--- config.mk ---
export PLATFORM = sky130hd
export DESIGN_NAME = kv_top
export DESIGN_NICKNAME = d
export VERILOG_FILES = /design/src/common/kv_defines_pkg.sv /design/src/hdl/kv_top.sv /design/src/kv_store/kv_slot_store.sv /design/src/hdl/kv_write_port.sv /design/src/hdl/kv_write_rule_check.sv
export SDC_FILE = /design/constraint.sdc
export NUM_CORES = 1
export LEC_CHECK = 0
export BUFFER_PORTS_ARGS = -buffer_cell sky130_fd_sc_hd__buf_2
export CAP_MARGIN = 20
export CORE_UTILIZATION = 55
export DETAILED_ROUTE_END_ITERATION = 6
export HOLD_SLACK_MARGIN = 0.12
export PLACE_DENSITY_LB_ADDON = 0.08
export SLEW_MARGIN = 20
export SYNTH_ARGS = -nofsm -noshare
export SYNTH_HDL_FRONTEND = slang
export SYNTH_HIERARCHICAL = 1
export SYNTH_SLANG_ARGS = --single-unit
export TNS_END_PERCENT = 1
--- constraint.sdc ---
create_clock -name clk -period 2.1 [get_ports clk]
set_clock_uncertainty 0.1 [all_clocks]
set_input_delay 0.21 -clock clk [delete_from_list [all_inputs] [get_ports clk]]
set_output_delay 0.21 -clock clk [all_outputs]
set_load 0.02 [all_outputs]
--- src/common/kv_defines_pkg.sv ---
// ~~~~~~~~~~~~~~~~~~~~
// Key vault shared definitions
// Slot map, write sources, request and rule metrics
// ~~~~~~~~~~~~~~~~~~~~
package kv_defines_pkg;

    // Number of key vault slots and the width of an index into them
    localparam int KV_NUM_SLOTS = 24;
    localparam int KV_ENTRY_W   = 5;

    // Standard slots sit at the bottom of the vault
    localparam logic [KV_ENTRY_W-1:0] KV_STANDARD_SLOT_LOW = 5'd0;
    localparam logic [KV_ENTRY_W-1:0] KV_STANDARD_SLOT_HI  = 5'd15;

    // The upper eight slots are reserved for the OCP lock flow
    localparam logic [KV_ENTRY_W-1:0] KV_OCP_LOCK_SLOT_LOW = 5'd16;
    localparam logic [KV_ENTRY_W-1:0] KV_OCP_LOCK_SLOT_HI  = 5'd23;

    // Fixed slots inside the lock region
    localparam logic [KV_ENTRY_W-1:0] OCP_LOCK_RT_OBF_KEY_KV_SLOT  = 5'd16;
    localparam logic [KV_ENTRY_W-1:0] OCP_LOCK_KEY_RELEASE_KV_SLOT = 5'd23;

    // Crypto engines that may write into the vault
    localparam int KV_NUM_WRITE       = 4;
    localparam int KV_WRITE_IDX_AES   = 0;
    localparam int KV_WRITE_IDX_HMAC  = 1;
    localparam int KV_WRITE_IDX_SHA   = 2;
    localparam int KV_WRITE_IDX_ECC   = 3;

    // A write request as an engine presents it
    // The source field is one-hot over the engines
    typedef struct packed {
        logic [KV_NUM_WRITE-1:0] kv_write_src;
        logic [KV_ENTRY_W-1:0]   kv_write_entry;
        logic                    kv_data0_present;
        logic [KV_ENTRY_W-1:0]   kv_data0_entry;
        logic                    kv_data1_present;
        logic [KV_ENTRY_W-1:0]   kv_data1_entry;
        logic                    aes_decrypt_ecb_op;
    } kv_write_req_t;

    // The same request together with the lock state, as the rule checker sees it
    typedef struct packed {
        logic                    ocp_lock_in_progress;
        logic [KV_NUM_WRITE-1:0] kv_write_src;
        logic [KV_ENTRY_W-1:0]   kv_write_entry;
        logic                    kv_data0_present;
        logic [KV_ENTRY_W-1:0]   kv_data0_entry;
        logic                    kv_data1_present;
        logic [KV_ENTRY_W-1:0]   kv_data1_entry;
        logic                    aes_decrypt_ecb_op;
    } kv_write_filter_metrics_t;

    // True when a slot index falls in the standard region
    function automatic logic kv_in_std_region(input logic [KV_ENTRY_W-1:0] entry);
        return (entry >= KV_STANDARD_SLOT_LOW) && (entry <= KV_STANDARD_SLOT_HI);
    endfunction

    // True when a slot index falls in the OCP lock region
    function automatic logic kv_in_lock_region(input logic [KV_ENTRY_W-1:0] entry);
        return (entry >= KV_OCP_LOCK_SLOT_LOW) && (entry <= KV_OCP_LOCK_SLOT_HI);
    endfunction

endpackage
--- src/hdl/kv_top.sv ---
// ~~~~~~~~~~~~~~~~~~~~
// Key vault write path top
// Joins the write port, rule checker and slot store
// ~~~~~~~~~~~~~~~~~~~~
`timescale 1ns/1ps

module kv_top
    import kv_defines_pkg::*;
#(
    parameter int DATA_W = 32
) (
    input  logic                  clk,
    input  logic                  rst_b,
    input  logic                  ocp_lock_in_progress,
    input  logic                  write_req,
    input  var kv_write_req_t     write_info,
    input  logic [DATA_W-1:0]     write_data,
    input  logic                  clear,
    input  logic [KV_ENTRY_W-1:0] rd_entry,
    output logic                  busy,
    output logic                  write_done,
    output logic                  write_error,
    output logic [DATA_W-1:0]     rd_data
);

    kv_write_filter_metrics_t metrics;
    logic                     write_allow;
    logic                     store_we;
    logic [KV_ENTRY_W-1:0]    store_entry;
    logic [DATA_W-1:0]        store_data;

    // Request handling and commit sequencing
    kv_write_port #(
        .DATA_W(DATA_W)
    ) kv_write_port_inst (
        .clk                 (clk),
        .rst_b               (rst_b),
        .ocp_lock_in_progress(ocp_lock_in_progress),
        .write_req           (write_req),
        .write_info          (write_info),
        .write_data          (write_data),
        .write_allow         (write_allow),
        .metrics             (metrics),
        .store_we            (store_we),
        .store_entry         (store_entry),
        .store_data          (store_data),
        .busy                (busy),
        .write_done          (write_done),
        .write_error         (write_error)
    );

    // Verdict on the latched request, one cycle behind the metrics
    kv_write_rule_check kv_write_rule_check_inst (
        .clk          (clk),
        .rst_b        (rst_b),
        .write_metrics(metrics),
        .write_allow  (write_allow)
    );

    kv_slot_store #(
        .DATA_W(DATA_W)
    ) kv_slot_store_inst (
        .clk        (clk),
        .rst_b      (rst_b),
        .store_we   (store_we),
        .store_entry(store_entry),
        .store_data (store_data),
        .clear      (clear),
        .rd_entry   (rd_entry),
        .rd_data    (rd_data)
    );

endmodule

--- src/kv_store/kv_slot_store.sv ---
// ~~~~~~~~~~~~~~~~~~~~
// Key vault slot store
// Slot array with one write port, a registered read and a clear
// ~~~~~~~~~~~~~~~~~~~~
`timescale 1ns/1ps

module kv_slot_store
    import kv_defines_pkg::*;
#(
    parameter int DATA_W = 32
) (
    input  logic                  clk,
    input  logic                  rst_b,
    input  logic                  store_we,
    input  logic [KV_ENTRY_W-1:0] store_entry,
    input  logic [DATA_W-1:0]     store_data,
    input  logic                  clear,
    input  logic [KV_ENTRY_W-1:0] rd_entry,
    output logic [DATA_W-1:0]     rd_data
);

    logic [DATA_W-1:0] slots [KV_NUM_SLOTS];
    logic              wr_in_range;
    logic              rd_in_range;

    // The index space is wider than the vault, so the top entries do not exist
    assign wr_in_range = (store_entry < KV_NUM_SLOTS);
    assign rd_in_range = (rd_entry < KV_NUM_SLOTS);

    // Key material must not survive reset
    // Clear wins over a commit on the same edge
    always_ff @(posedge clk or negedge rst_b) begin
        if (!rst_b) begin
            for (int i = 0; i < KV_NUM_SLOTS; i++) begin
                slots[i] <= '0;
            end
        end else if (clear) begin
            for (int i = 0; i < KV_NUM_SLOTS; i++) begin
                slots[i] <= '0;
            end
        end else if (store_we && wr_in_range) begin
            slots[store_entry] <= store_data;
        end
    end

    // Registered read, entries past the vault read as zero
    always_ff @(posedge clk or negedge rst_b) begin
        if (!rst_b) begin
            rd_data <= '0;
        end else if (rd_in_range) begin
            rd_data <= slots[rd_entry];
        end else begin
            rd_data <= '0;
        end
    end

endmodule

--- src/hdl/kv_write_port.sv ---
// ~~~~~~~~~~~~~~~~~~~~
// Key vault write port
// Latches a request, waits for the rule verdict, then commits
// ~~~~~~~~~~~~~~~~~~~~
`timescale 1ns/1ps

module kv_write_port
    import kv_defines_pkg::*;
#(
    parameter int DATA_W = 32
) (
    input  logic                          clk,
    input  logic                          rst_b,
    input  logic                          ocp_lock_in_progress,
    input  logic                          write_req,
    input  var kv_write_req_t             write_info,
    input  logic [DATA_W-1:0]             write_data,
    input  logic                          write_allow,
    output kv_write_filter_metrics_t      metrics,
    output logic                          store_we,
    output logic [KV_ENTRY_W-1:0]         store_entry,
    output logic [DATA_W-1:0]             store_data,
    output logic                          busy,
    output logic                          write_done,
    output logic                          write_error
);

    // Idle waits for a request, check lets the verdict settle, commit acts on it
    typedef enum logic [1:0] {
        ST_IDLE,
        ST_CHECK,
        ST_COMMIT
    } port_state_e;

    port_state_e       state;
    port_state_e       state_nxt;
    logic              accept;
    logic [DATA_W-1:0] data_q;

    // Requests that arrive while busy are dropped
    assign accept = write_req && (state == ST_IDLE);

    always_comb begin
        state_nxt = state;
        case (state)
            ST_IDLE:   if (accept) state_nxt = ST_CHECK;
            ST_CHECK:  state_nxt = ST_COMMIT;
            ST_COMMIT: state_nxt = ST_IDLE;
            default:   state_nxt = ST_IDLE;
        endcase
    end

    always_ff @(posedge clk or negedge rst_b) begin
        if (!rst_b) begin
            state <= ST_IDLE;
        end else begin
            state <= state_nxt;
        end
    end

    // The lock level is sampled together with the request fields
    always_ff @(posedge clk or negedge rst_b) begin
        if (!rst_b) begin
            metrics <= '0;
        end else if (accept) begin
            metrics.ocp_lock_in_progress <= ocp_lock_in_progress;
            metrics.kv_write_src         <= write_info.kv_write_src;
            metrics.kv_write_entry       <= write_info.kv_write_entry;
            metrics.kv_data0_present     <= write_info.kv_data0_present;
            metrics.kv_data0_entry       <= write_info.kv_data0_entry;
            metrics.kv_data1_present     <= write_info.kv_data1_present;
            metrics.kv_data1_entry       <= write_info.kv_data1_entry;
            metrics.aes_decrypt_ecb_op   <= write_info.aes_decrypt_ecb_op;
        end
    end

    always_ff @(posedge clk) begin
        if (accept) begin
            data_q <= write_data;
        end
    end

    // write_allow is valid during the commit cycle, so the store writes on the next edge
    assign store_we    = (state == ST_COMMIT) && write_allow;
    assign store_entry = metrics.kv_write_entry;
    assign store_data  = data_q;
    assign busy        = (state != ST_IDLE);

    // Completion pulse, with the error flag valid alongside it
    always_ff @(posedge clk or negedge rst_b) begin
        if (!rst_b) begin
            write_done  <= 1'b0;
            write_error <= 1'b0;
        end else begin
            write_done  <= (state == ST_COMMIT);
            write_error <= (state == ST_COMMIT) && !write_allow;
        end
    end

endmodule

--- src/hdl/kv_write_rule_check.sv ---
// ~~~~~~~~~~~~~~~~~~~~
// Key vault write rule checker
// Evaluates the OCP lock write rules and registers the verdict
// ~~~~~~~~~~~~~~~~~~~~
`timescale 1ns/1ps

module kv_write_rule_check
    import kv_defines_pkg::*;
(
    input  logic                         clk,
    input  logic                         rst_b,
    input  var kv_write_filter_metrics_t write_metrics,
    output logic                         write_allow
);

    // One bit per rule, set when that rule is violated
    typedef struct packed {
        logic release_not_aes;
        logic std_src_escapes;
        logic lock_src_escapes;
        logic aes_bad_use;
    } rule_fail_t;

    rule_fail_t fail;
    logic       lock;
    logic       any_std_src;
    logic       any_lock_src;
    logic       non_aes_src;

    assign lock = write_metrics.ocp_lock_in_progress;

    // Any engine other than AES is named in the one-hot source field
    assign non_aes_src = |(write_metrics.kv_write_src &
                           ~(KV_NUM_WRITE'(1) << KV_WRITE_IDX_AES));

    // Source keys only count when their present bit is set
    always_comb begin
        any_std_src  = (write_metrics.kv_data0_present &&
                        kv_in_std_region(write_metrics.kv_data0_entry)) ||
                       (write_metrics.kv_data1_present &&
                        kv_in_std_region(write_metrics.kv_data1_entry));
        any_lock_src = (write_metrics.kv_data0_present &&
                        kv_in_lock_region(write_metrics.kv_data0_entry)) ||
                       (write_metrics.kv_data1_present &&
                        kv_in_lock_region(write_metrics.kv_data1_entry));
    end

    always_comb begin
        // Under lock the key-release slot is reserved for AES
        fail.release_not_aes = lock && non_aes_src &&
                               (write_metrics.kv_write_entry == OCP_LOCK_KEY_RELEASE_KV_SLOT);

        // Under lock a standard key may not leave the standard region
        fail.std_src_escapes = lock && any_std_src &&
                               !kv_in_std_region(write_metrics.kv_write_entry);

        // Under lock a lock-region key may not leave the lock region
        fail.lock_src_escapes = lock && any_lock_src &&
                                !kv_in_lock_region(write_metrics.kv_write_entry);

        // AES may only write the vault for the key-release decrypt
        // Every condition must hold, so missing any one of them fails the rule
        fail.aes_bad_use = write_metrics.kv_write_src[KV_WRITE_IDX_AES] &&
                           (!lock ||
                            !write_metrics.aes_decrypt_ecb_op ||
                            !write_metrics.kv_data0_present ||
                            (write_metrics.kv_data0_entry != OCP_LOCK_RT_OBF_KEY_KV_SLOT) ||
                            (write_metrics.kv_write_entry != OCP_LOCK_KEY_RELEASE_KV_SLOT));
    end

    // The verdict is registered so the port sees it one cycle after the metrics
    always_ff @(posedge clk or negedge rst_b) begin
        if (!rst_b) begin
            write_allow <= 1'b0;
        end else begin
            write_allow <= ~|fail;
        end
    end

endmodule

[Yosys cells after proc, flatten, opt, wreduce, memory -nomap -nowiden]
Index checks and enable logic that the tools add are counted.
Storage, ports and cells
  bits in registers: 860
  logic and storage cells: 114
Cells by class
  magnitude comparators: 17
  eq/ne operators: 6
  muxes and demuxes: 11
  bitwise operators: 2
  reduce and logical (&&, ||, !) cells: 40
Operator list (number)
  $mux W768: 2
  $bwmux W768: 1
  $bmux W32 S5: 1
  $demux W32 S5: 1
  $mux W32: 4
  $logic_and A1 B1 Y1: 22
  $ge A5 B1 Y1 const B: 3
  $ge A5 B5 Y1 const B: 3
  $le A5 B4 Y1 const B: 3
  $le A5 B5 Y1 const B: 3
  $ge A6 B6 Y1 const B: 2
  $not A5 Y6: 2
  $lt A5 B5 Y1 const B: 2
  $ne A5 B5 Y1 const B: 2
  $logic_not A1 Y1: 7
  $logic_or A1 B1 Y1: 6
  $lt A6 B1 Y1 const B: 1
  $eq A5 B5 Y1 const B: 1
  $pmux W2 S2: 1
  $reduce_bool A2 Y1: 2
  $reduce_or A4 Y1: 1
  $reduce_or A3 Y1: 1
  $eq A2 B1 Y1 const B: 1
  $eq A2 B2 Y1 const B: 1
  3 further kinds: 3

[Logic depth before layout (Yosys ltp)]
  word-level depth: 8
  gate-level depth with buffers: 9
  depth with buffers taken out: 6

[By module]
Netlist, hierarchy kept.
Modules (own cells, without submodules)
  kv_slot_store: times used 1, cells an instance 3762, area an instance 37154.4 µm², seq. area each 20019.2 µm²
  kv_write_port: times used 1, cells an instance 96, area an instance 2014.4 µm², seq. area each 1636.6 µm²
  kv_write_rule_check: times used 1, cells an instance 16, area an instance 113.9 µm², seq. area each 25.0 µm²

[Worst setup path after synthesis]
Ideal clock, no wire load.
  path type: reg-to-reg
  start point: reg kv_write_port_inst.state[1]
  end point: reg kv_slot_store_inst/slots[520] (netlist name)
  library setup time: 0.136 ns
  arrival: 1.899 ns
  required time: 1.864 ns
  path slack: -0.035 ns
  stages on the path, launching flop included: 10
  cells stage by stage: dfrtp_1 > nor2b_1 > and2_1 > buf_4 > nand4_2 > or2_1 > clkbuf_1 > clkbuf_1 > nand2_1 > a21oi_1
Between the ends
  word-level cells in the longest chain between the ends: 4
RTL lines
  from (decl): RTL line kv_write_port.sv:35  | port_state_e state;
  from (signal assigned): RTL line kv_write_port.sv:57  | state <= state_nxt;
  $eq A2 B2 Y1: RTL line kv_write_port.sv:84  | assign store_we = (state == ST_COMMIT) && write_allow;
  $logic_and A1 B1 Y1: RTL line kv_write_port.sv:84
  named net store_we: RTL line kv_top.sv:28  | logic store_we;
  $logic_and A1 B1 Y1: RTL line kv_slot_store.sv:41  | end else if (store_we && wr_in_range) begin
  $reduce_bool A2 Y1 (no line)
  to (signal, indexed assignment): RTL line kv_slot_store.sv:42  | slots[store_entry] <= store_data;
  to (decl): RTL line kv_slot_store.sv:22  | logic [DATA_W-1:0] slots [KV_NUM_SLOTS];
The timed path passes the listed nets, and every way through them passes these cells.
A chain may end at the register's enable or synchronous reset.

[Worst setup path after layout]
  start point: reg kv_write_port_inst.state[0]
  end point: reg kv_slot_store_inst/slots[501] (netlist name)
The elaborated chain is that of the path after synthesis.

==> results.json <==
{
  "run_status": "finished with violations",
  "violated_checks": "negative setup slack",
  "avgViaCountPerCell": 6.18,
  "pwr_density_cell_nw_per_um2": 797,
  "postSynthAreaPerCell_um2": 10.1,
  "groute.usage.overall_pct": 33.1,
  "total_leakage_power_uw": 0.0196,
  "drive_above_1_share_pct": 17.8,
  "clkLatencyLatePin_ps": 660,
  "routed_wirelength_mm": 118,
  "vias_in_the_first_global_route": 31500,
  "grt.overflow.total": 0,
  "timing.final.hold_violations": 0,
  "final-setup-viol-count": 72,
  "grt_antenna_before_repair": 0,
  "rows": 97,
  "path_clk_slew_ps": 60,
  "critical_path.cell_chain": "nor2b_2 -> and2_4 -> or4b_4 -> nor2_8 -> buf_12 -> nand2_1 -> a21oi_2",
  "worst_setup_path_end_kind": "flip-flop",
  "drt.antenna.violating_nets": 0,
  "syn_to_final_growth_pct": 18.3,
  "mappedNetlistNets": 3932,
  "synthCells": 3868,
  "cts.sink_count": 857,
  "cts_made_buffers": 91,
  "dpl-instance-area_um2": 42500,
  "routabilityCongestion": 0.851,
  "worst_slew_pin_slew_ps": 884,
  "critical_path_class": "reg2reg",
  "grt_max_degree": 113,
  "die-height_um": 269,
  "max-vdd-ir-drop_v": 0.000633,
  "floorplan.die_area_um2": 72300,
  "io_pins": 99,
  "critPathMaxFanout": 26,
  "final_hpwl_from_detailed_placement_mm": 73.6,
  "dp_cells": 4800,
  "floorplan.initialDensity_pct": 55.7,
  "drv_slew": 0,
  "worst_setup_path_start_kind": "flip-flop",
  "min_period_ps": 2210,
  "finalCritPeriodShare_pct": 105,
  "grt_setup_unrepaired": "yes",
  "routed-via-count": 31100,
  "layout.cell_area.non_filler_um2": 46400,
  "slew_headroom_pct": 41.1,
  "clock_tree.htree_level_count": 3,
  "timing.fmax_mhz": 452,
  "synth_area_um2": 39200,
  "drv_cap": 0,
  "drc": 0,
  "cts-root-buf": "clkbuf_16",
  "die_x_um": 269,
  "finalHoldWorstSlack_ps": 168,
  "worst_hold_path_type": "in2reg",
  "drt_iter0_markers": 3110,
  "cp_slowest_stage_delay_ps": 580,
  "core-area_um2": 70300,
  "n_fill_cell": 5431,
  "port_buffers": 95,
  "worst-endpoint-arrival_ps": 2680,
  "tritoncts": "done",
  "critPathSlowestCell": "or4b_4",
  "crit_required_ps": 2570,
  "finalNetCount": 4076,
  "drt_first_pass_iters": 6,
  "drt-wirelength-per-cell_um": 23.4,
  "layoutNonFillerInstCount": 5027,
  "grt_pass1_wl_mm": 183,
  "yosysWarningCount": 6,
  "clk_path_buf_depth": 3,
  "fin_worst_setup_slack_ps": -114
}
## cells in the final DEF, fill, tap and decap left out, types with 4 or more instances in the layout
cell,instances
clkbuf_8,25
buf_2,91
o21ai_0,31
mux2i_1,160
a31oi_1,32
a21oi_1,593
dfrtp_1,824
mux4_2,128
o2bb2ai_1,6
nand2_1,1293
mux2_2,19
clkbuf_1,21
buf_12,105
nor3_2,6
nor2_4,14
clkbuf_16,92
buf_8,4
a22o_1,162
and2_4,4
edfxtp_1,32
a21oi_2,40
nor2_2,11
dlygate4sd3_1,58
nand3b_1,4
and2_1,4
buf_4,136
bufinv_16,6
clkinv_2,17
a22oi_1,64
nor2_1,36
nand2b_1,7
## metal layers
metal	up-vias	global-route usage [%]	routed length [um]	part of all wire, %
li1	13600	-	-	-
met1	15800	43.6	45800	39
met2	1379	54.7	58400	50
met3	278	4.32	7740	6.6
met4	0	16.0	5790	4.9
met5	-	0	0	0
## per-stage QoR
stage,util [%],total power [uW],TNS [ps],setup slack [ps]
global route,66.0,38100,-13130,-170
detailed placement,60.4,20700,-132710,-308
global placement,60.4,20700,-101650,-233
finish,66.0,37000,-1690,-114
CTS,65.7,37200,-1440,-58.1
floorplan,-,19100,0,2.28
## final cells by class
type	count	area (um^2)	area share (%)
Timing Repair Buffer	395	4230	9.12
Clock inverter	29	335	0.723
Clock buffer	138	2730	5.88
Multi-Input combinational cell	2664	16300	35.1
Sequential cell	857	21600	46.6
Inverter	3	11.3	0.0243
Tap cell	940	1180	2.54
Antenna cell	1	2.50	0.00540
## state kept, by name (all words and copies together) (netlist names)
name                                  cells
kv_write_port_inst/metrics               15
kv_write_port_inst/write_done             1
kv_write_rule_check_inst/write_allow      1
kv_write_port_inst/store_data            32
kv_slot_store_inst/rd_data               32
kv_write_port_inst/store_entry            5
kv_slot_store_inst/slots                768
kv_write_port_inst/state                  2
kv_write_port_inst/write_error            1
## critical path: cells and delay by family (launching register included)
kind	cells	cell delay, ps
flops	1	400
simple gates	5	1230
compound gates	1	170
buf+inv	1	210
## report_power, final
part / total [uW] / switching (uW) / internal [uW]
Combinational: 3520 / 2310 / 1210
Clock: 16400 / 6660 / 9690
Sequential: 17100 / 207 / 16900
Total: 37000 / 9180 / 27800
## what timing repair did
item / 4_1_cts / 5_1_grt
setup endpoints to repair: 768 / 446
resized for setup: 24 / 42
pin swaps: 2 / 7
hold buffers: 58 / 0
buffers inserted: 1 / 0
hold endpoints to repair: 1026 / 0
## final timing paths
path / end / cells past startpoint / startpoint / slack, ps
setup / recovery: kv_slot_store_inst/slots[501] / 7 / kv_write_port_inst/state[0] / -110
hold / removal: kv_write_port_inst/store_data[12] / 2 / write_data[12] / 170
setup reg to reg: kv_slot_store_inst/slots[501] / 7 / kv_write_port_inst/state[0] / -110
hold reg to reg: kv_write_port_inst/write_error / 1 / kv_write_rule_check_inst/write_allow / 340
max in group asynchronous: kv_slot_store_inst/slots[89] / 3 / rst_b / 810
min in group asynchronous: kv_slot_store_inst/slots[534] / 3 / rst_b / 240
No activity file was read; power rests on OpenSTA's default activity.
